[src/common/soc_pkg.sv]
package soc_pkg;

    // ********************
    // Sizes and clock
    // ********************

    localparam int xlen      = 32;
    localparam int fmax_mhz  = 27;                   // Clock cycles per microsecond.
    localparam int tick_w    = $clog2(fmax_mhz);
    localparam int mem_words = 1024;
    localparam int mem_aw    = $clog2(mem_words);    // Word index width.

    // ********************
    // Address map
    // ********************

    localparam logic [xlen-1:0] mmio_base = 32'hF000_0000;  // Everything above is registers.

    localparam logic [xlen-1:0] mtime_lo_ofs    = 32'h0000_0000;
    localparam logic [xlen-1:0] mtime_hi_ofs    = 32'h0000_0004;
    localparam logic [xlen-1:0] mtimecmp_lo_ofs = 32'h0000_0008;
    localparam logic [xlen-1:0] mtimecmp_hi_ofs = 32'h0000_000C;
    localparam logic [xlen-1:0] exit_ofs        = 32'h0000_0010;
    localparam logic [xlen-1:0] cycle_lo_ofs    = 32'h0000_0014;
    localparam logic [xlen-1:0] cycle_hi_ofs    = 32'h0000_0018;

    // ********************
    // Bus types
    // ********************

    typedef logic [63:0] u64_t;

    // Request, held by the requester until accepted.
    typedef struct packed {
        logic            valid;
        logic [xlen-1:0] addr;
        logic            wen;
        logic [xlen-1:0] wdata;
    } mem_req_t;

    // One response per accepted request; writes get an acknowledge.
    typedef struct packed {
        logic            valid;
        logic [xlen-1:0] rdata;
    } mem_resp_t;

endpackage

[src/logic/timer_unit.sv]
`timescale 1ns/1ns

module timer_unit import soc_pkg::*; (
    input  logic        clk_in,
    input  logic        rst,
    input  logic        cmp_wen,
    input  logic        cmp_hi,
    input  logic [31:0] cmp_wdata,
    output u64_t        cycle,
    output u64_t        mtime,
    output u64_t        mtimecmp,
    output logic        timer_irq
);

    logic [tick_w-1:0] tick_cnt;
    logic              tick;

    assign tick = (tick_cnt == tick_w'(fmax_mhz - 1));   // One microsecond passed.

    // ********************
    // Counters
    // ********************

    always_ff @(posedge clk_in) begin
        if (rst) begin
            cycle    <= '0;
            mtime    <= '0;
            tick_cnt <= '0;
        end else begin
            cycle <= cycle + 64'd1;
            if (tick) begin
                mtime    <= mtime + 64'd1;
                tick_cnt <= '0;
            end else begin
                tick_cnt <= tick_cnt + 1'b1;
            end
        end
    end

    // ********************
    // Compare and interrupt
    // ********************

    always_ff @(posedge clk_in) begin
        if (rst) begin
            mtimecmp  <= '1;                          // No interrupt until programmed.
            timer_irq <= 1'b0;
        end else begin
            if (cmp_wen && cmp_hi) begin
                mtimecmp[63:32] <= cmp_wdata;
            end else if (cmp_wen) begin
                mtimecmp[31:0] <= cmp_wdata;
            end
            timer_irq <= (mtime >= mtimecmp);
        end
    end

endmodule

[config.mk]
export PLATFORM = sky130hd
export DESIGN_NAME = timer_unit
export DESIGN_NICKNAME = d
export VERILOG_FILES = /design/src/common/soc_pkg.sv /design/src/logic/timer_unit.sv
export SDC_FILE = /design/constraint.sdc
export NUM_CORES = 1
export LEC_CHECK = 0
export ABC_AREA = 1
export BUFFER_PORTS_ARGS = -buffer_cell sky130_fd_sc_hd__buf_2
export CORE_MARGIN = 8
export CORE_UTILIZATION = 60
export DETAILED_ROUTE_END_ITERATION = 8
export PLACE_DENSITY = 0.86
export SKIP_LAST_GASP = 1
export SYNTH_ARGS = -nofsm -noshare
export SYNTH_HDL_FRONTEND = slang
export SYNTH_SLANG_ARGS = --single-unit
[constraint.sdc]
create_clock -name clk_in -period 3 [get_ports clk_in]
set_clock_uncertainty 0.2 [all_clocks]
set_input_delay 0.15 -clock clk_in [delete_from_list [all_inputs] [get_ports clk_in]]
set_output_delay 0.15 -clock clk_in [all_outputs]
set_load 0.01 [all_outputs]
==> impl_metrics.csv, run 1 <==
group,metric,value,unit
outcome,status,"finished clean",
worst_hold_path,hold_path.class,"in2reg",
clock_network,cts.reportedPaths.clkPinSlew,0.08,ns
synthesis,number_of_distinct_library_cells_after_synthesis,41,
clock_network,cts.path.max_buffers,2,
grt,initial_antenna_violation_count,1,
floorplanning,io_pins,229,
detailed_routing,drtIter0Drc,1083,
setup_path,timing.setup.critical_path_class,"reg2reg",
run,cap_viol_max_count,0,
clock_network,clock_latency,0.44,ns
timing,grt_setup_unrepaired,"no",
clock_network,cts_sinks,198,
cells_and_area,layout_commonest_cell,"sky130_fd_sc_hd__nand2_1",
grt,grt.overflow.total,0,
timing,timing.final.hold_violations,0,
detailed_routing,finalWirelength,41600,um
worst_hold_path,worstHoldPathCells,4,
grt,grtUsageTotal,34.1,%
grt,first_global_vias,12700,
synthesis,synth-edff-count,0,
detailed_routing,drtAntennaViolNets,0,
cells_and_area,layout.area.seq,0.00396,mm^2
clock_network,tritoncts_clock_tree,"yes",
cells_and_area,multi_input_comb_area,0.00651,mm^2
timing,setup_violations,0,
synthesis,asyncSetResetFlopFracSynth,0,%
place,placement.setup.worst_slack,0.566,ns
detailed_routing,drt_first_pass_iters,6,
setup_path,cp-end-kind,"flop",
timing,timing.final.ws_setup,0.527,ns
synthesis,netlist_top_cells_area,"sky130_fd_sc_hd__dfxtp_1 (35%), sky130_fd_sc_hd__nand2_1 (14%), sky130_fd_sc_hd__ha_1 (7.4%)",
cells_and_area,final_core_util,74.0,%
setup_path,maximum_fanout_encountered_on_the_critical_timing_path,18,
timing,worst_pin_slew,0.993,ns
detailed_routing,detail_route.vias_per_cell,5.83,
cells_and_area,fillCellCount,1466,
timing,layout_worst_path_cycle_share,82.4,%
place,detailed_place_hpwl,31400,um
floorplanning,num_rows,50,
grt,grt_first_pass_wirelength,65300,um
clock_network,cts_setup_buffers,0,
detailed_routing,routed_wire_length_per_instance,18.8,um
synthesis,post_synthesis_instance_area,0.0115,mm^2
cells_and_area,flow.area_growth_from_synthesis,21.0,%
timing,hold-worst-slack,0.184,ns
detailed_routing,total_via_count_after_detailed_routing,12900,
floorplanning,fp.dieArea,0.0238,mm^2
floorplanning,core,0.0188,mm^2
synthesis,synth_top_area_share,34.5,%
cells_and_area,finish.net_count,2070,
floorplanning,initial_utilization,61.2,%
timing,timing.slew.headroom,33.8,%
detailed_routing,drc,0,
place,placement.io_buffers,228,
timing,report.final.slew_viol_count,0,
clock_network,cts_repair_resize_count,0,
place,gp_congestion,0.988,
synthesis,yosys_warnings,0,
synthesis,avgSynthCellArea,6.75,um^2
clock_network,cts_root_buf,"sky130_fd_sc_hd__clkbuf_16",
synthesis,postSynthRegisterBits,198,
setup_path,rr_worst_depth,10,
setup_path,cp.arrival,2.61,ns
floorplanning,die-width,154,um
setup_path,critical_path.cell_chain,"inv_1 > ha_1 > nand4_4 > inv_2 > nand2_1 > nor2_2 > nand3_2 > nor2_4 > a21oi_1 > o21a_1",
synthesis,netlist_instances,1701,
clock_network,htreeDepth,4,
cells_and_area,layout_common_cells,"sky130_fd_sc_hd__nand2_1 (441), sky130_fd_sc_hd__buf_2 (228), sky130_fd_sc_hd__inv_1 (225), sky130_fd_sc_hd__nor2_1 (212), sky130_fd_sc_hd__dfxtp_1 (198)",
setup_path,cp_data_required_time,3.13,ns
synthesis,synth_top_area_cell,"sky130_fd_sc_hd__dfxtp_1",
setup_path,critPathMaxStageDelay,0.33,ns
clock_network,cts_made_buffers,17,
timing,timing.setup.tns,0,ns
power_and_ir_drop,worst_ir_drop_vdd,0.426,mV
power_and_ir_drop,static_leakage_power,6.27,nW
synthesis,most_used_flip_flop_cell_after_synthesis,"sky130_fd_sc_hd__dfxtp_1",
synthesis,register_area_share_after_synthesis,34.5,%
grt,grt_max_degree,87,
cells_and_area,post_route_cells_drive_above_1_share,17.3,%
synthesis,mapped_nets,1805,
timing,post-route-min-period,2.47,ns
power_and_ir_drop,p_per_area,399,mW/mm^2
timing,fmax,404,MHz
floorplanning,dieHeight,154,um
setup_path,worst_path_cell_with_the_longest_stage_delay,"sky130_fd_sc_hd__dfxtp_1",
setup_path,critPathLaunchType,"flop",
==> registers in the layout (all words and copies together), names as in the netlist <==
| name | count |
|---|---|
| cycle | 64 |
| mtime | 64 |
| mtimecmp | 64 |
| tick_cnt | 5 |
| timer_irq | 1 |
==> layout make-up <==
class,instances,area share (%)
flip-flops and latches,198,28.5
repair buffers,281,11.9
well taps,234,2.11
multi-input cells,1234,46.8
clock inverters,14,1.22
inverters,234,6.32
diodes,2,0.0360
clock buffers,17,3.06
==> path summary, 6_finish.rpt <==
check	start	to	slack, ns
worst max-delay path	tick_cnt[0]	mtime[47]	0.53
worst max register to register	tick_cnt[0]	mtime[47]	0.53
worst min register to register	cycle[0]	cycle[0]	0.26
worst min-delay path	rst	cycle[47]	0.18
==> timing repair <==
item,CTS,global route
endpoints found under the hold margin,64,0
setup endpoints to repair,0,0
hold buffers,40,0
==> worst max-delay path, delay by kind of cell, from the launching register on <==
kind	cells	cell delay, ns
buffers and inverters	2	0.36
AO/OA/AOI/OAI	2	0.22
adder cells (fa/ha/maj)	1	0.19
AND/OR/NAND/NOR	5	1.04
flip-flops	1	0.33
==> metal layers <==
metal  vias to the layer above  GRT usage, %  part of all wire, %
met4                         0          22.9                  6.3
met5                         -             0                    0
met2                       734          59.1                   47
li1                       6076             -                    -
met3                       178          6.52                  9.0
met1                      5920          37.5                   37
==> metrics by stage <==
step / cells / power (W) / area (um^2)
after floorplan: 1701 / 0.00300 / 11500
after global placement: 2141 / 0.00316 / 12900
after detailed placement: 2141 / 0.00317 / 12900
after CTS: 2212 / 0.00552 / 13900
after global routing: 2213 / 0.00570 / 13900
final: 2214 / 0.00554 / 13900
==> synth_stat cells, drive strengths merged, types with 12 or more instances <==
cell type	number
clkbuf	32
dfxtp	198
nor2	238
nand3	72
or2	16
nand2	451
a21oi	110
ha	68
o21ai	49
nor3	59
inv	234
xor2	12
o211ai	63
nand4	46
==> report_power, final <==
group | internal (W) | switching [W] | total (W)
combinational | 0.000170 | 0.000275 | 0.000446
clock | 0.00126 | 0.00111 | 0.00236
sequential | 0.00269 | 0.0000408 | 0.00273
total | 0.00412 | 0.00143 | 0.00554
==> kinds of logic (layout without fill, tap and decap cells) <==
family,count (synthesis),in the layout,share of synthesized area [%]
adder cells (fa/ha/maj),68,68,7.41
buffers and inverters,269,546,8.86
flip-flops,198,198,34.5
AO/OA/AOI/OAI,239,239,12.1
other,0,2,0
AND/OR/NAND/NOR,907,907,35.5
XOR/XNOR,20,20,1.53
Power figures use the tool's default switching activity.
==> run 2: changes to the inputs <==
Settings changed: CORE_UTILIZATION 60 to 51, PLACE_DENSITY 0.86 to 0.78.
Clock period 3 ns to 2.1 ns, I/O delays scaled along.
==> run 2 against run 1 <==
  * Design area is 9.0% higher
  * First-iteration DRC count up 27%
  * Non-clock buffer count is 122 higher
  * Sequential share of layout area decreased by 2.2 points
  * Critical endpoint is now mtime[48]
==> impl_metrics.csv, run 2 (synthesis gave the netlist of run 1 again) <==
group,metric,value,unit
timing,timing.final.hold_violations,0,
floorplanning,dieHeight,166,um
clock_network,cts_made_buffers,17,
detailed_routing,detail_route.vias_per_cell,5.51,
clock_network,htreeDepth,4,
cells_and_area,finish.net_count,2192,
grt,grt_first_pass_wirelength,68600,um
clock_network,cts.reportedPaths.clkPinSlew,0.08,ns
grt,grtUsageTotal,30.9,%
power_and_ir_drop,p_switching,0.00209,W
cells_and_area,layout_commonest_cell,"sky130_fd_sc_hd__nand2_1",
setup_path,path_buf_inv,0,
setup_path,critical-path-top-cell-by-count,"sky130_fd_sc_hd__nand2_1",
setup_path,critPathLaunchType,"flop",
cells_and_area,post_route_cells_drive_above_1_share,23.9,%
grt,grt_max_degree,87,
timing,report.final.slew_viol_count,0,
floorplanning,fp.dieArea,0.0276,mm^2
floorplanning,core,0.0224,mm^2
clock_network,clock_latency,0.44,ns
timing,fmax,491,MHz
grt,gr-usage-met2,53.7,%
worst_hold_path,hold_path.class,"in2reg",
timing,layout_worst_path_cycle_share,96.9,%
power_and_ir_drop,power_frac_clock,42.1,%
setup_path,worst_path_cell_with_the_longest_stage_delay,"sky130_fd_sc_hd__dfxtp_1",
power_and_ir_drop,static_leakage_power,6.90,nW
power_and_ir_drop,p_comb_share,8.6,%
timing,timing.slew.headroom,67.0,%
cells_and_area,flow.area_growth_from_synthesis,31.9,%
place,placement.io_buffers,228,
power_and_ir_drop,worst_ir_drop_vdd,0.465,mV
grt,grt.met1_usage,35.7,%
cells_and_area,largest_registers,"cycle (64), mtime (64), mtimecmp (64)",
detailed_routing,routed_wire_length_per_instance,18.4,um
floorplanning,io_pins,229,
cells_and_area,fillCellCount,1887,
clock_network,cts_sinks,198,
grt,grtUsageMet3,6.09,%
detailed_routing,finalWirelength,44000,um
setup_path,cp-end-kind,"flop",
grt,top_usage_layer,"met2",
grt,grt.overflow.total,0,
clock_network,cts.path.max_buffers,2,
place,gp_congestion,0.970,
timing,worst_pin_slew,0.494,ns
grt,first_global_vias,12900,
timing,post-route-min-period,2.03,ns
floorplanning,die-width,166,um
cells_and_area,layout_common_cells,"sky130_fd_sc_hd__nand2_1 (437), sky130_fd_sc_hd__buf_2 (228), sky130_fd_sc_hd__inv_1 (223), sky130_fd_sc_hd__nor2_1 (199), sky130_fd_sc_hd__dfxtp_1 (179)",
detailed_routing,drc,0,
clock_network,cts_root_buf,"sky130_fd_sc_hd__clkbuf_16",
power_and_ir_drop,sequentialPowerShare,49.3,%
setup_path,critical_path.cell_chain,"nand2_1 > nor2_2 > nand3_1 > nor3_2 > nand3_1 > nand2_1 > nand2_1 > nor2_1",
setup_path,timing.setup.critical_path_class,"reg2reg",
detailed_routing,drtAntennaViolNets,0,
floorplanning,num_rows,55,
setup_path,cp_data_required_time,2.27,ns
cells_and_area,antenna-diode-count,0,
grt,initial_antenna_violation_count,1,
detailed_routing,drt_first_pass_iters,6,
power_and_ir_drop,p_per_area,523,mW/mm^2
cells_and_area,final_core_util,67.7,%
place,detailed_place_hpwl,33500,um
power_and_ir_drop,p_int,0.00582,W
clock_network,tritoncts_clock_tree,"yes",
setup_path,critPathMaxStageDelay,0.46,ns
power_and_ir_drop,post-layout-total-power,0.00791,W
detailed_routing,drtIter0Drc,1373,
setup_path,maximum_fanout_encountered_on_the_critical_timing_path,4,
detailed_routing,total_via_count_after_detailed_routing,13200,
run,cap_viol_max_count,0,
floorplanning,initial_utilization,51.3,%
setup_path,cp.arrival,2.20,ns
timing,setup_violations,0,
power_and_ir_drop,swShare,26.5,%
outcome,status,"finished clean",
timing,grt_setup_unrepaired,"yes",
setup_path,path_delay_family,"simple AND/OR/NAND/NOR gates",
[run 2: worst register-to-register path, stage by stage, from the launching register on]
cell and delay [ns]:
sky130_fd_sc_hd__dfxtp_1 0.46, sky130_fd_sc_hd__nand2_1 0.15, sky130_fd_sc_hd__nor2_2 0.27, sky130_fd_sc_hd__nand3_1 0.21, sky130_fd_sc_hd__nor3_2 0.29, sky130_fd_sc_hd__nand3_1 0.16, sky130_fd_sc_hd__nand2_1 0.09, sky130_fd_sc_hd__nand2_1 0.05
sky130_fd_sc_hd__nor2_1 0.09
[run 2: power groups by stage]
stage               clock (W)  sequential (W)  combinational (W)
floorplan                   0         0.00402           0.000272
global placement            0         0.00398           0.000548
detailed placement          0         0.00398           0.000562
global route          0.00351         0.00391           0.000737
CTS                   0.00336         0.00389           0.000655
finish                0.00333         0.00390           0.000681
[run 2: final timing paths]
| check | start | end | slack (ns) | cells after the start |
|---|---|---|---|---|
| setup / recovery | mtime[20] | mtime[48] | 0.07 | 8 |
| hold reg to reg | cycle[0] | cycle[0] | 0.24 | 1 |
| hold / removal | cmp_hi | mtimecmp[28] | 0.02 | 4 |
| setup reg to reg | mtime[20] | mtime[48] | 0.07 | 8 |
[run 2: stage by stage]
step / hold slack (ns) / TNS [ns] / cell area, um^2 / setup slack (ns) / std cells
after floorplan: 0.0312 / 0 / 11500 / 0.191 / 1701
after global placement: 0.137 / -0.0349 / 13700 / -0.0349 / 2291
after detailed placement: 0.141 / -0.143 / 13700 / -0.0938 / 2291
after CTS: 0.000853 / -0.000365 / 14900 / -0.000365 / 2382
after global routing: 0.0136 / -0.142 / 15100 / -0.0767 / 2386
final: 0.0178 / 0 / 15100 / 0.0653 / 2386
[run 2: per-layer routing]
metal	routed length (um)	up-vias	share of wire, %
li1	-	6325	-
met1	17400	6000	40
met2	20900	687	47
met3	3440	143	7.8
met4	2260	2	5.2
met5	13	-	0.030
[run 2: area by class of cell]
cell class	instances	area, um^2	share of cell area [%]
multi-input combinational	1234	6680	44.1
sequential	198	3990	26.3
timing repair buffer	403	2650	17.5
inverter	234	881	5.82
clock buffer	18	429	2.83
tap	285	357	2.36
clock inverter	14	159	1.05
[run 2: what timing repair did]
| action | CTS | global route |
|---|---|---|
| setup buffers | 1 | 4 |
| setup endpoints to repair | 8 | 57 |
| endpoints found under the hold margin | 64 | 0 |
| pin swaps | 1 | 9 |
| gates resized for setup | 3 | 60 |
| cloned | 0 | 0 |
| hold buffers | 58 | 0 |
