<file path="config.mk">
export PLATFORM = sky130hd
export DESIGN_NAME = mem_bus_arbiter
export DESIGN_NICKNAME = d
export VERILOG_FILES = /design/src/common/soc_pkg.sv /design/src/membus/mem_bus_arbiter.sv
export SDC_FILE = /design/constraint.sdc
export NUM_CORES = 1
export LEC_CHECK = 0
export BUFFER_PORTS_ARGS = -buffer_cell sky130_fd_sc_hd__buf_2
export CORE_AREA = 2 2 116 118
export DETAILED_ROUTE_END_ITERATION = 12
export DIE_AREA = 0 0 118 120
export HOLD_SLACK_MARGIN = 0.06
export PLACE_DENSITY = 0.42
export SYNTH_ARGS = -nofsm -noshare
export SYNTH_HDL_FRONTEND = slang
export SYNTH_SLANG_ARGS = --single-unit
</file>
<file path="constraint.sdc">
create_clock -name clk_in -period 1.6 [get_ports clk_in]
set_input_delay 0.32 -clock clk_in [delete_from_list [all_inputs] [get_ports clk_in]]
set_output_delay 0.32 -clock clk_in [all_outputs]
set_load 0.01 [all_outputs]
</file>
<file path="src/common/soc_pkg.sv">
package soc_pkg;

    // ********************
    // Sizes and clock
    // ********************

    localparam int xlen      = 32;
    localparam int fmax_mhz  = 27;                   // Clock cycles per microsecond.
    localparam int tick_w    = $clog2(fmax_mhz);
    localparam int mem_words = 1024;
    localparam int mem_aw    = $clog2(mem_words);    // Word index width.

    // ********************
    // Address map
    // ********************

    localparam logic [xlen-1:0] mmio_base = 32'hF000_0000;  // Everything above is registers.

    localparam logic [xlen-1:0] mtime_lo_ofs    = 32'h0000_0000;
    localparam logic [xlen-1:0] mtime_hi_ofs    = 32'h0000_0004;
    localparam logic [xlen-1:0] mtimecmp_lo_ofs = 32'h0000_0008;
    localparam logic [xlen-1:0] mtimecmp_hi_ofs = 32'h0000_000C;
    localparam logic [xlen-1:0] exit_ofs        = 32'h0000_0010;
    localparam logic [xlen-1:0] cycle_lo_ofs    = 32'h0000_0014;
    localparam logic [xlen-1:0] cycle_hi_ofs    = 32'h0000_0018;

    // ********************
    // Bus types
    // ********************

    typedef logic [63:0] u64_t;

    // Request, held by the requester until accepted.
    typedef struct packed {
        logic            valid;
        logic [xlen-1:0] addr;
        logic            wen;
        logic [xlen-1:0] wdata;
    } mem_req_t;

    // One response per accepted request; writes get an acknowledge.
    typedef struct packed {
        logic            valid;
        logic [xlen-1:0] rdata;
    } mem_resp_t;

endpackage

</file>
<file path="src/membus/mem_bus_arbiter.sv">
`timescale 1ns/1ns

module mem_bus_arbiter import soc_pkg::*; (
    input  logic      clk_in,
    input  logic      rst,

    // Instruction fetch port.
    input  mem_req_t  ireq,
    output logic      iready,
    output mem_resp_t iresp,

    // Data port, higher priority.
    input  mem_req_t  dreq,
    output logic      dready,
    output mem_resp_t dresp,

    // Toward memory.
    output mem_req_t  mem_req,
    input  logic      mem_ready,
    input  mem_resp_t mem_resp
);

    logic sel_d;
    logic owner_d;

    // ********************
    // Request select
    // ********************

    assign sel_d  = dreq.valid;                  // Data wins whenever it asks.
    assign dready = mem_ready;
    assign iready = mem_ready && !sel_d;         // Fetch stalls behind data.

    always_comb begin
        if (sel_d) begin
            mem_req = dreq;
        end else begin
            mem_req = ireq;
        end
    end

    // ********************
    // Response steering
    // ********************

    always_ff @(posedge clk_in) begin
        if (rst) begin
            owner_d <= 1'b0;
        end else begin
            owner_d <= sel_d;                    // Owner of the response due next cycle.
        end
    end

    always_comb begin
        dresp.valid = mem_resp.valid && owner_d;
        dresp.rdata = mem_resp.rdata;
        iresp.valid = mem_resp.valid && !owner_d;
        iresp.rdata = mem_resp.rdata;
    end

    assert property (@(posedge clk_in) disable iff (rst)
        !(iresp.valid && dresp.valid))
        else $error("mem_bus_arbiter: both ports got a response in one cycle");

    // A fetch response must belong to a fetch accepted in the previous cycle.
    assert property (@(posedge clk_in) disable iff (rst)
        iresp.valid |-> $past(ireq.valid && iready))
        else $error("mem_bus_arbiter: fetch response routed without a fetch");

endmodule

</file>
==> results.md, run 1 <==
- Yosys warns: 0
- Post-synth EDFFs: 0
- Post-CTS Resized: 0
- Initial DRC count: 4
- Worst Path Max Fanout: 24
- Via density: about 3.2
- Largest net degree at the start of global routing: 29
- Critical path class: primary input to primary output
- Post-Synthesis Cells: between 100 and 150
- Final wirelength: 4.79 mm
- Ant diodes: 0
- Top flop regs: owner_d (1)
- Highest Clock Rate: around 660 MHz
- Register area: roughly 20 sq um
- Gr usage total: 0.0599
- First-pass GRT wire length: 7.06 mm
- Die X: 118 microns
- Area leader, netlist: mux2_2
- Fin cells: approximately 460
- Area grow syn2layout: 53.6%
- Measured slew at the worst slew-check pin: about 170 ps
- CP Capture Type: primary output
- Post-synth top area share: 0.386
- Adder-cell area share of the yosys netlist: 0
- Worst hold stages: 2
- Syn nets: 312
- Dpl cells: 456
- Largest family of logic cells by synthesized area: multiplexers
- Crit path time final: 1510 ps
- Max reg flops: 1
- Top-count cell post-synth: buf_4
- Post-CTS setup buffers: 0
- Final net count: between 400 and 500
- Final slew viol count: 0
- Synthesis-stage register bit count: 1
- Avg Cell Area, Syn: approximately 9.7 sq um
- First-pass iteration count of the detailed router: 2
- Dominant synthesized flop cell: dfxtp_1
- Remaining global-route overflow: 0
- Top post-synthesis cells by count: 65 x buf_4, 48 x mux2_2, 17 x mux2_4, 4 x buf_2, 4 x buf_6
- Final setup viols: 0
- Fillers: ~1500
- Row count: 42
- Core Footprint: about 13000 sq um
- # DRC: 0
- Setup TNS: 0 ps
- WP data required: approximately 1300 ps
- Hold Path Class: primary input to flip-flop
- Port buffer count: between 200 and 250
- Worst vdd ir: 117 uV
- Arrival time of the worst setup path: 1190 ps
- Synthesized area: 1400 sq um
- Mux share of post-synthesis cell area: 0.568
- GPL Wtd Cong: 0.698
- Compound-Gate Fraction of Synth Area: 0
- Crit path from: dreq[65]
- Startpoint types: primary input
- XOR/XNOR share of the synthesized area: 0
- Post-synth ARST share: 0
- Top cells by area, synth: mux2_2 39%, buf_4 35%, mux2_4 18%, buf_6 3.2%, buf_2 1.4%
- Ratio of cells with drive above 1 in the final layout: 0.982
- Reg clk slew, reported paths: 0 ps
- Largest Register: owner_d
- Tcrit/Tclk final: 0.941
- Detailed Place HPWL: approximately 4.5 mm
- Antenna-violating nets left: 0
- Unrepaired setup endpoints after global routing: false
- Die area: 14200 sq um
- Final Hold Vio Count: 0
- Register area share after synthesis: 0.0143
- Yosys cell types: 9
- Status: finished clean
- Starting Density: 0.108
- Multi-input logic area: just over 800 sq um
- Pwr dens: between 200 and 300 nW/um^2
- Initial antenna violation count: 0
- CP endpoint: mem_req[2]
- Die Ht: approximately 120 microns
- DR vias: between 1000 and 1500
- Ports: slightly above 300
- Worst rel slew slack: 0.887
- Vias in the first global route: roughly 1500
- Hold bufs inserted after CTS: 0
- Synth Area in Simple Gates: 0.0223
- Drt wl/cell: approximately 11 microns
- Leak: approximately 1.2 nW
- Max-cap violations: 0
==> through the flow <==
stage	setup WS [ps]	total power, mW	hold WS (ps)	utilization	instance area, sq um
floorplan	266	0.483	392	-	1400
global placement	59.0	0.621	481	0.166	2150
CTS	54.8	0.627	484	0.166	2150
detailed placement	55.7	0.624	483	0.166	2150
global route	38.5	0.664	494	0.166	2150
finish	95.0	0.613	480	0.166	2150
==> cell type report <==
cell class              count  share of cell area
well taps                 176               0.102
multi-input cells          70               0.385
repair buffers            209               0.504
flip-flops and latches      1             0.00931
==> worst max-delay path: stages <==
cell	delay, ps
buf_4	150
buf_12	210
mux2_2	350
buf_2	140
==> layout by cell type (no fill, tap or decap) <==
cell       n
buf_4      3
nor2b_1    3
mux2_2    48
mux2_4    17
buf_2    204
or2_2      1
and2_1     1
dfxtp_1    1
buf_12     2
==> layer usage <==
layer / vias to the layer above / global-route usage / share of wire
met5: - / 0 / 0
met1: 625 / 0.0694 / 0.37
met3: 2 / 0.0242 / 0.15
met2: 155 / 0.109 / 0.48
li1: 697 / - / -
met4: 0 / 0.00301 / 0.00042
==> power by group <==
part / total (mW) / switching (mW) / leakage, nW / internal, mW
Clock: 0 / 0 / 0 / 0
Sequential: 0.0273 / 0.000499 / 0.00834 / 0.0268
Combinational: 0.585 / 0.232 / 1.18 / 0.354
==> worst min-delay path by stage <==
stage,endpoint,slack (ps),startpoint
after floorplan,owner_d,390,rst
after global placement,owner_d,480,rst
after detailed placement,owner_d,480,rst
after CTS,owner_d,480,rst
after global routing,owner_d,490,rst
final,owner_d,480,rst
==> cells by family after synthesis <==
logic type             after synthesis
DFF                                  1
and+or+nand+nor                      5
muxes                               65
buffers and inverters               73
(Power assumes the default switching activity.)
==> run 2: changes to the inputs <==
--- a/config.mk
+++ b/config.mk
@@ -9,8 +9,8 @@
 export CORE_AREA = 2 2 116 118
 export DETAILED_ROUTE_END_ITERATION = 12
 export DIE_AREA = 0 0 118 120
+export GPL_TIMING_DRIVEN = 0
 export HOLD_SLACK_MARGIN = 0.06
-export PLACE_DENSITY = 0.42
 export SYNTH_ARGS = -nofsm -noshare
 export SYNTH_HDL_FRONTEND = slang
 export SYNTH_SLANG_ARGS = --single-unit
==> run 2 against run 1 <==
Sequential power hardly changed; sequential cell count stayed put; sequential share of layout area is 0.26 points lower; critical path depth is 1 higher; combinational power is 42% higher; cell count is 29% higher; critical path type unchanged.
==> results.md, run 2 (synthesis gave the netlist of run 1 again) <==
- Final setup viols: 0
- Most frequent cells in the layout: 272 x buf_2, 65 x buf_4, 48 x mux2_2, 17 x mux2_4
- Worst path max stage delay: around 320 ps
- GPL Wtd Cong: 0.795
- Antenna-violating nets left: 0
- Worst vdd ir: approximately 120 uV
- Arrival time of the worst setup path: about 1200 ps
- Multi-input logic area: ~830 sq um
- Largest Register: owner_d
- Worst Path Max Fanout: 10
- Unrepaired setup endpoints after global routing: false
- # DRC: 0
- Register area: 20.0 sq um
- First-pass GRT wire length: 8.12 mm
- Post-CTS setup buffers: 0
- Commonest non-fill, non-tap cell in the layout: buf_2
- Crit path time final: 1550 ps
- Startpoint types: primary input
- Max reg flops: 1
- Worst rel slew slack: 0.838
- First-pass iteration count of the detailed router: 3
- Top flop regs: owner_d (1)
- Hold Path Class: primary input to flip-flop
- Worst hold stages: 2
- Die area: about 14000 sq um
- Measured slew at the worst slew-check pin: ~240 ps
- Tcrit/Tclk final: 0.966
- Core Footprint: roughly 13000 sq um
- Drt wl/cell: roughly 10 microns
- DR vias: approximately 1900
- Pwr dens: between 200 and 300 nW/um^2
- Leak: ~1.8 nW
- Worst Hold Endpoint: owner_d
- Starting Density: 0.108
- Setup TNS: 0 ps
- Final net count: just under 600
- Remaining global-route overflow: 0
- Largest net degree at the start of global routing: 11
- Initial DRC count: 13
- Hold Crit Start: rst
- Max-cap violations: 0
- Detailed Place HPWL: 5.61 mm
- WP data required: roughly 1300 ps
- Ratio of cells with drive above 1 in the final layout: 0.988
- Status: finished clean
- Vias in the first global route: roughly 1600
- Fillers: about 1500
- Reg clk slew, reported paths: 0 ps
- Ant diodes: 0
- Setup ws final: ~55 ps
- CP Capture Type: primary output
- Setup WS pre-CTS: around 13 ps
- Gr usage total: 0.0682
- Final slew viol count: 0
- Die Ht: between 100 and 150 microns
- Hold bufs inserted after CTS: 0
- Row count: 42
- Ports: 302
- Die X: 118 microns
- Via density: roughly 3.2
- Final wirelength: 5.95 mm
- Slowest-stage cell, CP: mux2_4
- Highest Clock Rate: 647 MHz
- Worst-path cell chain: buf_6, buf_6, buf_8, mux2_4, buf_2
- Port buffer count: 268
- Initial antenna violation count: 0
- Area grow syn2layout: 112%
- Crit-path most repeated cell: buf_6
- Final Hold Vio Count: 0
- Critical path class: primary input to primary output
==> run 2: cell count changes in the layout (fill, tap and decap cells not counted), sizes merged <==
cell | previous run | this run
buf | 209 | 341
==> run 2: metrics by stage <==
stage | util | hold slack [ps] | total power [mW] | std cells | cell area, sq um
after floorplan | - | 392 | 0.483 | 144 | 1400
after global placement | 0.228 | 483 | 0.862 | 588 | 2960
after detailed placement | 0.228 | 486 | 0.869 | 588 | 2960
after CTS | 0.228 | 487 | 0.871 | 588 | 2960
after global routing | 0.228 | 503 | 0.918 | 588 | 2970
final | 0.228 | 485 | 0.860 | 588 | 2970
==> run 2: how the worst max path moves through the flow <==
stage,endpoint,start,cells past startpoint
floorplan,mem_req[47],dreq[65],4
global placement,mem_req[52],dreq[65],5
detailed placement,mem_req[52],dreq[65],5
CTS,mem_req[52],dreq[65],5
global route,mem_req[52],dreq[65],5
finish,mem_req[49],dreq[65],5
==> run 2: layer usage <==
metal | wire [microns] | global-route usage | up-vias
li1 | - | - | 962
met1 | 2100 | 0.0809 | 801
met2 | 3230 | 0.133 | 130
met3 | 606 | 0.0128 | 2
met4 | 12 | 0.00151 | 0
met5 | 0 | 0 | -
==> run 2: power breakdown <==
part	switching [mW]	internal, mW	leakage, nW
Clock	0	0	0
Sequential	0.000476	0.0268	0.00834
Combinational	0.326	0.507	1.75
==> run 2: area by class of cell <==
cell class                      count  area share
Timing Repair Buffer              268       0.452
Multi-Input combinational cell     70       0.279
Buffer                             73       0.188
Tap cell                          176      0.0743
Sequential cell                     1     0.00675
==> run 2: what timing repair did <==
action	in CTS	in global routing
endpoints found under the setup margin	0	2
endpoints found under the hold margin	0	0
resized for setup	0	1
==> run 2: worst max-delay path, delay by kind of cell <==
family,cells,cell delay [ps]
buffers and inverters,4,570
multiplexers,1,320
==> run 3: changes to the inputs <==
--- a/config.mk
+++ b/config.mk
@@ -6,9 +6,10 @@
 export NUM_CORES = 1
 export LEC_CHECK = 0
 export BUFFER_PORTS_ARGS = -buffer_cell sky130_fd_sc_hd__buf_2
-export CORE_AREA = 2 2 116 118
+export CORE_AREA = 2 2 117 119
+export CTS_BUF_LIST = sky130_fd_sc_hd__clkbuf_16
 export DETAILED_ROUTE_END_ITERATION = 12
-export DIE_AREA = 0 0 118 120
+export DIE_AREA = 0 0 119 121
 export GPL_TIMING_DRIVEN = 0
 export HOLD_SLACK_MARGIN = 0.06
 export SYNTH_ARGS = -nofsm -noshare
==> constraint.sdc (replaced) <==
create_clock -name clk_in -period 1.25 [get_ports clk_in]
set_input_delay 0.25 -clock clk_in [delete_from_list [all_inputs] [get_ports clk_in]]
set_output_delay 0.25 -clock clk_in [all_outputs]
set_load 0.01 [all_outputs]
==> run 3 against run 2 <==
The flow now finishes with violations (setup timing); critical path depth unchanged; worst setup slack got worse by 140 ps; total power is 47% higher; design area up 9.5%; via count up 4.0%; largest power group unchanged; largest cell class unchanged; global-route usage rose by 1.5 points; sequential cell count stayed put; routed wire length rose by 16%; cell count up 0.34%.
==> results.md, run 3 (synthesis gave the netlist of run 1 again) <==
- Ratio of cells with drive above 1 in the final layout: 0.988
- Dpl cells: slightly below 600
- Crit path time final: between 1000 and 1500 ps
- Max-cap violations: 0
- # DRC: 0
- Largest Register: owner_d
- Via density: ~3.3
- Startpoint types: primary input
- Highest Clock Rate: roughly 750 MHz
- Unrepaired setup endpoints after global routing: true
- Vias in the first global route: about 1900
- Initial DRC count: 25
- Area grow syn2layout: 132%
- Crit path from: dreq[65]
- Status: complete, but fails checks
- Worst vdd ir: about 130 uV
- Arrival time of the worst setup path: approximately 1100 ps
- Initial antenna violation count: 0
- Worst hold stages: 2
- Final instance area: roughly 3200 sq um
- Fin cells: between 500 and 600
- Final net count: 584
- Ant diodes: 0
- CP endpoint: mem_req[2]
- Measured slew at the worst slew-check pin: about 130 ps
- Pwr dens: between 300 and 400 nW/um^2
- Critical path class: primary input to primary output
- Hold Path Class: primary input to flip-flop
- Most frequent cells in the layout: 242 x buf_2, 69 x buf_4, 41 x mux2_2, 26 x buf_6, 24 x mux2_4
- Largest net degree at the start of global routing: 11
- Final slew viol count: 0
- CP Capture Type: primary output
- DP Area: between 2000 and 3000 sq um
- Total power: roughly 1.3 mW
- Hold bufs inserted after CTS: 0
- GPL Wtd Cong: between 0.7 and 0.8
- Setup ws final: -87.8 ps
- Top flop regs: owner_d (1)
- Worst Path Max Fanout: 8
- Setup WS pre-CTS: -191 ps
- Commonest non-fill, non-tap cell in the layout: buf_2
- Tcrit/Tclk final: 1.07
- Die Ht: about 120 microns
- Antenna-violating nets left: 0
- Final setup viols: 47
- Layout Utilization: 0.248
- Leak: 1.88 nW
- Die X: between 100 and 150 microns
- Drt wl/cell: around 12 microns
- Worst rel slew slack: 0.912
- DR vias: roughly 2000
- Die area: ~14000 sq um
- Final wirelength: just under 7 mm
- Row count: 42
- WP data required: 1000 ps
- Max reg flops: 1
- Port buffer count: ~270
- First-pass GRT wire length: ~9.6 mm
- Reg clk slew, reported paths: 0 ps
- Failing checks: setup timing
- Starting Density: 0.107
- Remaining global-route overflow: 0
- Final Hold Vio Count: 0
- Gr usage total: 0.0827
- First-pass iteration count of the detailed router: 2
- Ports: 302
- Core Footprint: roughly 13000 sq um
- Detailed Place HPWL: ~6.3 mm
## run 3: worst max-delay path, cell delays in order
cell and delay (ps):
buf_12 110, buf_12 130, buf_12 140, mux2_4 310, buf_6 140
## run 3: cell type report
cell class	instances	area, sq um
well taps	176	220
plain buffers	73	598
repair buffers	270	1550
multi-input cells	70	856
fillers	1442	9840
flip-flops and latches	1	20.0
## run 3: stage by stage
step / TNS [ps] / hold WS (ps)
floorplan: 0 / 322
global placement: -6740 / 408
detailed placement: -6950 / 416
CTS: -2390 / 416
global route: -3530 / 418
finish: -1830 / 418
## run 3: metal layers
layer	vias to the layer above	track usage	wire [microns]
li1	966	-	-
met3	0	0.0324	1060
met2	174	0.161	3490
met5	-	0	0
met4	0	0.000744	0
met1	830	0.0893	2320
## run 3: power by group
part	internal, mW	switching (mW)	total (mW)	leakage [nW]
sequential	0.0343	0.000693	0.0350	0.00834
clock	0	0	0	0
combinational	0.764	0.466	1.23	1.87
## run 3: worst min-delay path by stage
stage | from | to | slack, ps
detailed placement | rst | owner_d | 420
CTS | rst | owner_d | 420
finish | rst | owner_d | 420
global placement | rst | owner_d | 410
global route | rst | owner_d | 420
floorplan | rst | owner_d | 320
## run 3: repair_timing
item                       CTS  global route
gates resized for setup     54             0
setup buffers                1             0
setup endpoints to repair   65            66
gates cloned                 1             0
pin swaps                    0             0
