File: config.mk
export PLATFORM = sky130hd
export DESIGN_NAME = mmio_cntr
export DESIGN_NICKNAME = d
export VERILOG_FILES = /design/src/common/soc_pkg.sv /design/src/logic/mmio_cntr.sv
export SDC_FILE = /design/constraint.sdc
export NUM_CORES = 1
export LEC_CHECK = 0
export ABC_AREA = 1
export BUFFER_PORTS_ARGS = -buffer_cell sky130_fd_sc_hd__buf_4
export CAP_MARGIN = 5
export CORE_AREA = 2 2 182 184
export DETAILED_ROUTE_END_ITERATION = 8
export DIE_AREA = 0 0 184 186
export HOLD_SLACK_MARGIN = 0.12
export PLACE_DENSITY = 0.5
export SLEW_MARGIN = 20
export SYNTH_ARGS = -nofsm -noshare
export SYNTH_HDL_FRONTEND = slang
export SYNTH_SLANG_ARGS = --single-unit
export TNS_END_PERCENT = 1
File: constraint.sdc
create_clock -name clk_in -period 2.23 [get_ports clk_in]
set_input_delay 0.446 -clock clk_in [delete_from_list [all_inputs] [get_ports clk_in]]
set_output_delay 0.446 -clock clk_in [all_outputs]
set_load 0.01 [all_outputs]
File: src/common/soc_pkg.sv
package soc_pkg;

    // ********************
    // Sizes and clock
    // ********************

    localparam int xlen      = 32;
    localparam int fmax_mhz  = 27;                   // Clock cycles per microsecond.
    localparam int tick_w    = $clog2(fmax_mhz);
    localparam int mem_words = 1024;
    localparam int mem_aw    = $clog2(mem_words);    // Word index width.

    // ********************
    // Address map
    // ********************

    localparam logic [xlen-1:0] mmio_base = 32'hF000_0000;  // Everything above is registers.

    localparam logic [xlen-1:0] mtime_lo_ofs    = 32'h0000_0000;
    localparam logic [xlen-1:0] mtime_hi_ofs    = 32'h0000_0004;
    localparam logic [xlen-1:0] mtimecmp_lo_ofs = 32'h0000_0008;
    localparam logic [xlen-1:0] mtimecmp_hi_ofs = 32'h0000_000C;
    localparam logic [xlen-1:0] exit_ofs        = 32'h0000_0010;
    localparam logic [xlen-1:0] cycle_lo_ofs    = 32'h0000_0014;
    localparam logic [xlen-1:0] cycle_hi_ofs    = 32'h0000_0018;

    // ********************
    // Bus types
    // ********************

    typedef logic [63:0] u64_t;

    // Request, held by the requester until accepted.
    typedef struct packed {
        logic            valid;
        logic [xlen-1:0] addr;
        logic            wen;
        logic [xlen-1:0] wdata;
    } mem_req_t;

    // One response per accepted request; writes get an acknowledge.
    typedef struct packed {
        logic            valid;
        logic [xlen-1:0] rdata;
    } mem_resp_t;

endpackage

File: src/logic/mmio_cntr.sv
`timescale 1ns/1ns

module mmio_cntr import soc_pkg::*; (
    input  logic        clk_in,
    input  logic        rst,

    // Data accesses from the core side.
    input  mem_req_t    dreq,
    output logic        dready,
    output mem_resp_t   dresp,

    // Forwarded memory accesses.
    output mem_req_t    bus_req,
    input  logic        bus_ready,
    input  mem_resp_t   bus_resp,

    // Timer registers.
    input  u64_t        cycle,
    input  u64_t        mtime,
    input  u64_t        mtimecmp,
    output logic        cmp_wen,
    output logic        cmp_hi,
    output logic [31:0] cmp_wdata,

    output logic        exited,
    output logic [31:0] gp
);

    logic            is_reg;
    logic            reg_acc;
    logic [xlen-1:0] ofs;
    logic [xlen-1:0] rd_val;
    logic            exit_wen;
    logic            reg_resp_valid;
    logic [xlen-1:0] reg_rdata;

    // ********************
    // Decode
    // ********************

    assign is_reg  = (dreq.addr >= mmio_base);
    assign ofs     = dreq.addr - mmio_base;
    assign dready  = is_reg ? 1'b1 : bus_ready;    // Registers never stall.
    assign reg_acc = dreq.valid && is_reg;

    always_comb begin
        bus_req       = dreq;
        bus_req.valid = dreq.valid && !is_reg;
    end

    assign cmp_hi    = (ofs == mtimecmp_hi_ofs);
    assign cmp_wen   = reg_acc && dreq.wen && (cmp_hi || ofs == mtimecmp_lo_ofs);
    assign cmp_wdata = dreq.wdata;
    assign exit_wen  = reg_acc && dreq.wen && (ofs == exit_ofs);

    // ********************
    // Register read
    // ********************

    always_comb begin
        case (ofs)
            mtime_lo_ofs:    rd_val = mtime[31:0];
            mtime_hi_ofs:    rd_val = mtime[63:32];
            mtimecmp_lo_ofs: rd_val = mtimecmp[31:0];
            mtimecmp_hi_ofs: rd_val = mtimecmp[63:32];
            exit_ofs:        rd_val = gp;
            cycle_lo_ofs:    rd_val = cycle[31:0];
            cycle_hi_ofs:    rd_val = cycle[63:32];
            default:         rd_val = '0;                 // Unmapped.
        endcase
    end

    always_ff @(posedge clk_in) begin
        reg_rdata <= rd_val;                              // Sampled at acceptance.
    end

    always_ff @(posedge clk_in) begin
        if (rst) begin
            reg_resp_valid <= 1'b0;
            exited         <= 1'b0;
            gp             <= '0;
        end else begin
            reg_resp_valid <= reg_acc;
            if (exit_wen) begin
                exited <= 1'b1;                           // Sticky until reset.
                gp     <= dreq.wdata;
            end
        end
    end

    always_comb begin
        dresp.valid = reg_resp_valid || bus_resp.valid;
        dresp.rdata = reg_resp_valid ? reg_rdata : bus_resp.rdata;
    end

    // Bus responses must also arrive one cycle after acceptance.
    assert property (@(posedge clk_in) disable iff (rst)
        !(reg_resp_valid && bus_resp.valid))
        else $error("mmio_cntr: register and bus responses overlap");

endmodule

==> reports/qor.yml, run 1 <==
critical_path:
  required_ns: 1.78
  r2r_cells: 4
  cpMaxStageDelayCell: "a21oi_2"
  critPathBufInv: 2
  crit_chain: "buf_4, nand2_1, nor2_4, nand3_2, nor2_4, nand2_1, a21oi_2, buf_4"
  crit_path_end_kind: "output pin"
  worstSetupPathType: "input pin to output pin"
  crit_arrival_ns: 1.71
  cp.depth: 8
  crit_fanout: 4
  setup.worst_path.start_class: "input pin"
  critPathTopFamily: "simple AND/OR/NAND/NOR gates"
  cpPeakStageDelay_ns: 0.27
global_routing:
  use_met1_pct: 22.7
  grtUsageMet2_pct: 26.9
  first_global_vias: 6858
  globalRouteOverflowTotal: 0
  gr-usage-all-layers_pct: 16.6
  grtUsageMet3_pct: 3.21
  grt.busiest_layer: "met2"
  antenna_found_initial: 1
  grt_first_pass_wirelength_um: 42200
  grt_max_degree: 80
route:
  drt-total-wl_um: 30100
  wl_per_cell_um: 16.8
  initialDrtViolationCount: 426
  ant_nets: 0
  vias: 7310
  dr.pass1.iters: 5
  drc_errors: 0
  vias_per_cell: 4.09
synth:
  ys_ff_latch: 66
  yosys.area.top_type: "dfxtp_1"
  yosysSeqAreaShare_pct: 23.0
  synth_top_family_by_area: "simple AND/OR/NAND/NOR gates"
  synth_fa_ha_area_share_pct: 0
  synth_cells: 1028
  syn-num-nets: 1322
  synthMuxAreaShare_pct: 0
  synthSimpleGateAreaFrac_pct: 52.4
  synth_top_area_share_pct: 23.0
  syn_area_um2: 5740
  ys.warnings.count: 0
  syn_area_per_cell_um2: 5.58
  synth_cell_types: 20
  synth_compound_area_share_pct: 0.0872
  synth.area.top_cells: "dfxtp_1 23%, nand3_1 20%, nand2_1 19%, buf_4 15%, nor2_1 12%"
  synth_xor_area_share_pct: 0
clocking:
  htreeDepth: 3
  cts_tree: "yes"
  root_buffer: "clkbuf_16"
  clock_sinks: 66
  cts_setup_buffers: 0
  numCtsBuffers: 9
  cts.path.max_buffers: 2
  clk_latency_ns: 0.34
  clk_pin_slew_worst_paths_ns: 0.06
timing:
  fin_crit_sh_pct: 96.5
  setup-violations-final: 0
  tightestPinTransition_ns: 0.494
  max_slew_margin_pct: 67.1
  final_max_slew_viol_count: 0
  setup_slack_ns: 0.0782
  skew_ns: 0.0100
  rsz0062_at_grt: "false"
  final.setup.tns_ns: 0
  hold_viol: 0
  max_freq_mhz: 465
  fin_crit_ns: 2.15
power_and_ir_drop:
  ir_worst_vdd_mv: 0.281
  totalPowerFinal_mw: 3.84
  leakagePower_nw: 5.33
  power_density_nw_per_um2: 407
layout:
  register_area_um2: 1320
  finish.utilization_pct: 29.3
  layout.nets: 1669
  fillers: 3643
  antenna_cells: 0
  final_area_um2: 9440
  area_delta_synth_final_pct: 64.4
  drive_above_1_share_pct: 38.5
  multi_input_area_um2: 3070
  layout_commonest_cell: "buf_4"
  final_cell_mix: "483 x buf_4, 286 x nand2_1, 227 x nand3_1"
place:
  gp_congestion: 0.863
  place_hpwl_um: 24800
  preCtsSetupSlack_ns: -0.0556
  placed_cell_area_um2: 9060
  numPortBuffers: 460
die:
  die_area_um2: 34200
  start_util_pct: 17.8
  die_w_um: 184
  boundaryPins: 461
  die_h_um: 186
  fp.coreArea_um2: 32200
  rows: 66
job:
  drv_cap: 0
worst_hold_path:
  hold_depth: 2
  hp-class: "input pin to flip-flop"
run_status:
  status: "finished, final reports clean"
==> worst reg2reg max path, cell delays in order (launching register included) <==
cell and delay, ns:
dfxtp_1 0.35, nand3_1 0.11, nand2_1 0.06, nor2_1 0.24, nand2_1 0.08
==> report_power, final <==
part	total, mW	internal, mW	switching (mW)
Sequential	1.18	1.18	0.0000804
Clock	1.85	1.22	0.632
Combinational	0.818	0.513	0.305
==> cell usage after synthesis <==
cell        n
inv_2       3
dfxtp_1    66
buf_4     112
or2_2       2
nand2_1   286
nand4_1     1
nand2_2     3
buf_1       5
nor3_1      1
nand3_1   227
buf_2      18
clkbuf_1   18
nor2_4      2
nand3_2     1
nor2_2      4
and2_0      1
inv_1      88
nor2_1    185
buf_6       4
a21oi_1     1
==> cell type report <==
cell class | count | share of cell area [%]
Clock buffer | 10 | 2.43
Clock inverter | 6 | 1.46
Inverter | 91 | 3.62
Multi-Input combinational cell | 714 | 32.5
Sequential cell | 66 | 14.0
Tap cell | 408 | 5.41
Timing Repair Buffer | 493 | 40.5
==> kinds of logic (layout without fill, tap and decap cells) <==
| family | after synthesis | count (layout) |
|---|---|---|
| flops | 66 | 66 |
| compound gates | 1 | 1 |
| buf+inv | 248 | 600 |
| simple gates | 713 | 713 |
==> what timing repair did <==
action | CTS | global route
setup endpoints to repair | 1 | 1
resized for setup | 1 | 2
hold buffers | 0 | 0
==> registers in the layout, summed over array words and instances (netlist names) <==
| register | count |
|---|---|
| reg_resp_valid | 1 |
| reg_rdata | 32 |
| gp | 32 |
| exited | 1 |
==> metal layers <==
| metal | up-vias | share of wire [%] |
|---|---|---|
| met4 | 2 | 1.6 |
| met3 | 27 | 5.9 |
| met5 | - | 0.043 |
| met2 | 273 | 47 |
| met1 | 3230 | 45 |
| li1 | 3778 | - |
==> per-stage QoR <==
| step | hold slack [ns] | instances |
|---|---|---|
| global route | 0.268 | 1788 |
| global placement | 0.457 | 1772 |
| detailed placement | 0.463 | 1772 |
| floorplan | 0.503 | 1028 |
| CTS | 0.263 | 1788 |
| finish | 0.285 | 1788 |
==> worst paths after layout <==
kind | start | end | slack [ns]
setup / recovery | dreq[62] | cmp_wen | 0.08
hold / removal | rst | exited | 0.29
setup reg to reg | gp[0] | reg_rdata[0] | 1.27
hold reg to reg | exited | exited | 0.47
No activity file was read; power rests on OpenSTA's default activity.
==> inputs of run 2 (changes only) <==
ABC_AREA = default   (was 1)
CORE_AREA = 2 2 177 179   (was 2 2 182 184)
DIE_AREA = 0 0 179 181   (was 0 0 184 186)
PLACE_DENSITY = 0.49   (was 0.5)
clock period = 2.6 ns   (was 2.23 ns; I/O delays follow)
==> reports/qor.yml, run 2 <==
run_status:
  status: "finished, final reports clean"
power_and_ir_drop:
  pwr-share-comb_pct: 28.6  # +7.3 points
  p_int_mw: 2.31  # -21%
  power_density_nw_per_um2: 361  # -11%
  leakagePower_nw: 3.84  # -28%
  totalPowerFinal_mw: 3.15  # -18%
  p_sw_mw: 0.837  # -11%
  p_seq_share_pct: 32.2  # +1.5 points
  clockPowerShare_pct: 39.2  # -8.9 points
  ir_worst_vdd_mv: 0.271  # -3.7%
  swShare_pct: 26.6  # +2.2 points
synth:
  syn_area_per_cell_um2: 9.44  # +69%
  synth_top_area_share_pct: 25.8  # +2.8 points
  yosysMostFrequentCell: "buf_4"
  syn_area_um2: 5120  # -11%
  yosys.area.top_type: "dfxtp_1"
  async_flop_share_pct: 0  # unchanged
  synth.area.top_cells: "dfxtp_1 26%, buf_4 14%, mux2_2 14%, mux2i_1 9.0%, mux4_2 8.8%"
  synth_cell_types: 35  # +75%
  syn-num-nets: 837  # -37%
  ys.warnings.count: 0  # unchanged
  synthTopCellsByCount: "97 x buf_4, 66 x dfxtp_1, 64 x nand2b_1"
  synth_top_flop_cell: "dfxtp_1"
  ys_ff_latch: 66  # unchanged
  synth_cells: 543  # -47%
  synth_edf_count: 0  # unchanged
  yosysSeqAreaShare_pct: 25.8  # +2.8 points
layout:
  area_delta_synth_final_pct: 70.1
  fillers: 3231  # -11%
  layout_commonest_cell: "buf_4"
  final_cell_mix: "479 x buf_4, 65 x dfxtp_1, 64 x nand2b_1"
  reg.largest.list: "gp: 32 flops, reg_rdata: 32 flops"
  drive_above_1_share_pct: 65.6  # +27 points
  layout.nets: 1193  # -29%
critical_path:
  setup.worst_path.start_class: "input pin"
  rrSetupSlack_ns: 1.44  # +0.17 ns
  cpMostUsedCell: "buf_4"
  worstSetupPathType: "input pin to output pin"
  crit_path_end_kind: "output pin"
  cp.depth: 6  # -2
  crit_chain: "buf_4, nor4_1, nand4_1, or2_2, nor3_1, buf_4"
  required_ns: 2.08  # +0.30 ns
  crit_fanout: 4  # unchanged
  r2r_cells: 3  # -1
  cpPeakStageDelay_ns: 0.38  # +0.11 ns
  cpMaxStageDelayCell: "or2_2"
  crit_arrival_ns: 1.99  # +0.28 ns
  critPathTopFamily: "simple AND/OR/NAND/NOR gates"
  critPathBufInv: 2  # unchanged
clocking:
  root_buffer: "clkbuf_16"
  cts_tree: "yes"
  ctsResizeCount: 0  # -1
  cts_setup_buffers: 0  # unchanged
  postCtsHoldBufs: 0  # unchanged
  clk_latency_ns: 0.34  # about the same
  cts.path.max_buffers: 2  # unchanged
  numCtsBuffers: 9  # unchanged
  htreeDepth: 3  # unchanged
  clk_pin_slew_worst_paths_ns: 0.06  # about the same
  clock_sinks: 66  # unchanged
route:
  vias: 5507  # -25%
  dr.pass1.iters: 7  # +2
  ant_nets: 0  # unchanged
  drt-total-wl_um: 26900  # -11%
  drc_errors: 0  # unchanged
  wl_per_cell_um: 20.7  # +23%
  vias_per_cell: 4.24  # +3.6%
  initialDrtViolationCount: 268  # -37%
timing:
  final.setup.tns_ns: 0  # unchanged
  hold_viol: 0  # unchanged
  rsz0062_at_grt: "false"
  max_freq_mhz: 399
  tightestPinTransition_ns: 0.534  # +0.0396 ns
  fin_crit_sh_pct: 96.5
  setup-violations-final: 0  # unchanged
  final_max_slew_viol_count: 0  # unchanged
  max_slew_margin_pct: 64.4  # -2.6 points
  fin_crit_ns: 2.51
  skew_ns: 0.00998  # -0.0000381 ns
global_routing:
  grt_first_pass_wirelength_um: 37300  # -12%
  grtUsageMet3_pct: 3.22  # +0.011 points
  antenna_found_initial: 0  # -1
  grt_max_degree: 67  # -16%
  grt.busiest_layer: "met2"
  gr-usage-all-layers_pct: 15.9  # -0.74 points
  globalRouteOverflowTotal: 0  # unchanged
  first_global_vias: 5669  # -17%
  grtUsageMet2_pct: 27.6  # +0.75 points
  use_met1_pct: 20.2  # -2.6 points
die:
  die_area_um2: 32400  # -5.3%
  rows: 64  # -3.0%
  boundaryPins: 461  # unchanged
  fp.coreArea_um2: 30300  # -5.8%
  die_h_um: 181  # -2.7%
  start_util_pct: 16.9  # -0.94 points
  die_w_um: 179  # -2.7%
place:
  place_hpwl_um: 21900  # -11%
  numPortBuffers: 460  # unchanged
  gp_congestion: 0.819  # -5.1%
worst_hold_path:
  hold_depth: 3  # +1
  hp-class: "input pin to flip-flop"
job:
  drv_cap: 0  # unchanged
[run 2: cell count changes in the layout (fill, tap and decap cells not counted), sizes merged, moves of 9 or more]
cell,before,now
nand3,228,1
mux4,0,20
a31oi,0,9
mux2,0,63
mux2i,0,46
nand2,289,37
o22ai,0,12
inv,92,1
nand2b,0,64
nor2,191,23
a22oi,0,9
a222oi,0,22
buf,493,484
[run 2: worst register-to-register path, stage by stage (launching register included)]
cell,delay (ns)
dfxtp_1,0.33
mux2_2,0.31
a222oi_1,0.34
nor2_1,0.06
[run 2: cells by family (layout without fill, tap and decap cells)]
kind of cell / after synthesis / after routing / share of synthesized area [%]
AND/OR/NAND/NOR: 151 / 151 / 16.0
buffers and inverters: 140 / 500 / 17.8
multiplexers: 129 / 129 / 31.6
flip-flops: 66 / 66 / 25.8
AO/OA/AOI/OAI: 57 / 57 / 8.77
other: 0 / 1 / 0
[run 2: through the flow]
step | utilization [%] | instance area (um^2) | cells | worst slack, ns | hold WS (ns)
floorplan | - | 5120 | 543 | 0.195 | 0.502
global placement | 27.8 | 8430 | 1284 | 0.110 | 0.459
detailed placement | 27.8 | 8430 | 1284 | 0.0685 | 0.476
CTS | 28.7 | 8710 | 1299 | 0.108 | 0.401
global route | 28.7 | 8710 | 1299 | 0.0247 | 0.408
finish | 28.7 | 8710 | 1300 | 0.0921 | 0.417
[run 2: cell type report]
class | count | area, um^2 | area share [%]
clock inverter | 5 | 56.3 | 0.646
antenna | 1 | 2.50 | 0.0287
clock buffer | 10 | 229 | 2.63
tap | 396 | 495 | 5.69
sequential | 66 | 1320 | 15.2
timing repair buffer | 484 | 3700 | 42.4
multi-input combinational | 337 | 2910 | 33.4
inverter | 1 | 3.75 | 0.0431
[run 2: worst paths after layout]
check             startpoint        endpoint
hold / removal      dreq[65]  reg_resp_valid
setup reg to reg      gp[21]   reg_rdata[21]
hold reg to reg       exited          exited
setup / recovery    dreq[58]         cmp_wen
[run 2: power groups by stage]
stage	Sequential, mW	Combinational, mW	Clock [mW]
finish	1.01	0.898	1.23
global route	1.01	0.961	1.33
CTS	1.01	0.910	1.30
detailed placement	1.03	0.907	0
global placement	1.03	0.905	0
floorplan	1.03	0.394	0
[run 2: routing by layer]
layer	share of wire [%]	routed length [um]
met3	7.3	1960
met5	0	0
met1	42	11300
met4	0.96	258
met2	50	13400
==> inputs of run 3 (changes only) <==
clock period = 2.94 ns   (was 2.6 ns; I/O delays follow)
==> reports/qor.yml, run 3 (synthesis gave the netlist of run 2 again) <==
global_routing:
  first_global_vias: 5780  # +2.0%
  antenna_found_initial: 0  # unchanged
  gr-usage-all-layers_pct: 15.5  # -0.40 points
  grt_first_pass_wirelength_um: 36600  # -2.0%
  grt_max_degree: 67  # unchanged
  globalRouteOverflowTotal: 0  # unchanged
timing:
  final.setup.tns_ns: 0  # unchanged
  max_freq_mhz: 365
  rsz0062_at_grt: "false"
  fin_crit_ns: 2.74
  setup-violations-final: 0  # unchanged
  max_slew_margin_pct: 59.0  # -5.4 points
  tightestPinTransition_ns: 0.615  # +0.0811 ns
  final_max_slew_viol_count: 0  # unchanged
  fin_crit_sh_pct: 93.1
  hold_viol: 0  # unchanged
  skew_ns: 0.00291  # -0.00707 ns
route:
  top_layer: "met4"
  m1WireLength_um: 10900  # -3.6%
  ant_nets: 0  # unchanged
  vias_per_cell: 4.23  # about the same
  vias: 5473  # -0.62%
  dr.pass1.iters: 7  # unchanged
  drc_errors: 0  # unchanged
  wl_per_cell_um: 20.2  # -2.4%
  initialDrtViolationCount: 232  # -13%
  wl_met2_um: 13100  # -2.6%
  met3_length_um: 1840  # -5.9%
  drt-total-wl_um: 26100  # -2.9%
die:
  rows: 64  # unchanged
  start_util_pct: 16.9  # unchanged
  die_area_um2: 32400  # unchanged
  die_h_um: 181  # unchanged
  die_w_um: 179  # unchanged
  fp.coreArea_um2: 30300  # unchanged
  boundaryPins: 461  # unchanged
layout:
  area_delta_synth_final_pct: 69.5
  layout.nets: 1186  # -0.59%
  final_cell_mix: "473 x buf_4, 65 x dfxtp_1, 64 x nand2b_1"
  drive_above_1_share_pct: 65.3  # -0.23 points
  layout_commonest_cell: "buf_4"
  reg.largest.list: "gp: 32 flops, reg_rdata: 32 flops"
  antenna_cells: 0  # -1
run_status:
  status: "finished, final reports clean"
power_and_ir_drop:
  power_density_nw_per_um2: 332  # -7.9%
  leakagePower_nw: 3.82  # -0.50%
  ir_worst_vdd_mv: 0.250  # -7.7%
  totalPowerFinal_mw: 2.89  # -8.2%
critical_path:
  rrSetupSlack_ns: 1.73  # +0.29 ns
  crit_arrival_ns: 2.15  # +0.16 ns
  rr_startpoint: "gp[21]"
  timing.rr.end: "reg_rdata[21]"
  required_ns: 2.35  # +0.27 ns
  r2r_cells: 3  # unchanged
  crit_fanout: 4  # unchanged
  crit_path_end: "cmp_hi"
  worstSetupPathType: "input pin to output pin"
  setup.worst_path.start_class: "input pin"
  crit_path_end_kind: "output pin"
  worstSetupStartpoint: "dreq[58]"
clocking:
  ctsResizeCount: 0  # unchanged
  cts_setup_buffers: 0  # unchanged
  cts.path.max_buffers: 2  # unchanged
  postCtsHoldBufs: 0  # unchanged
  root_buffer: "clkbuf_16"
  clk_pin_slew_worst_paths_ns: 0.06  # about the same
  numCtsBuffers: 9  # unchanged
  cts_tree: "yes"
  clock_sinks: 66  # unchanged
  clk_latency_ns: 0.34  # about the same
  htreeDepth: 3  # unchanged
worst_hold_path:
  hp-class: "flip-flop to flip-flop"
place:
  gp_congestion: 0.803  # -1.9%
  place_hpwl_um: 21600  # -1.5%
  numPortBuffers: 460  # unchanged
job:
  drv_cap: 0  # unchanged
-- run 3: report_power, final --
group | switching [mW] | internal, mW | total, mW
Sequential | 0.00118 | 0.894 | 0.895
Combinational | 0.297 | 0.492 | 0.789
Clock | 0.437 | 0.764 | 1.20
-- run 3: worst max-delay path, cell delays in order --
cell and delay, ns:
buf_4 0.11, nor4_1 0.36, nand4_1 0.19, or2_2 0.38, nor3_1 0.32, buf_4 0.20
-- run 3: layout make-up --
class                   instances  area (um^2)
clock inverters                 5         77.6
multi-input cells             337         2910
fillers                      3253        21700
well taps                     396          495
inverters                       1         3.75
flip-flops and latches         66         1320
repair buffers                477         3630
clock buffers                  11          243
-- run 3: metrics by stage --
step	cells	instance area, um^2	util, %	hold WS, ns	worst slack (ns)
floorplan	543	5120	-	0.502	0.467
global placement	1277	8360	27.6	0.460	0.200
detailed placement	1277	8360	27.6	0.467	0.160
CTS	1293	8680	28.6	0.465	0.153
global route	1293	8680	28.6	0.477	0.0811
finish	1293	8680	28.6	0.480	0.203
-- run 3: per-layer routing --
metal | up-vias | track usage, %
li1 | 2564 | -
met1 | 2615 | 19.5
met2 | 274 | 27.1
met3 | 20 | 2.82
met4 | 0 | 3.80
met5 | - | 0
-- run 3: how the worst min path moves through the flow --
stage / end / slack (ns) / startpoint / depth (start not counted)
floorplan: gp[0] / 0.50 / gp[0] / 2
global placement: exited / 0.46 / exited / 1
detailed placement: exited / 0.47 / exited / 1
CTS: reg_resp_valid / 0.46 / dreq[65] / 3
global route: reg_resp_valid / 0.48 / dreq[65] / 3
finish: exited / 0.48 / exited / 1
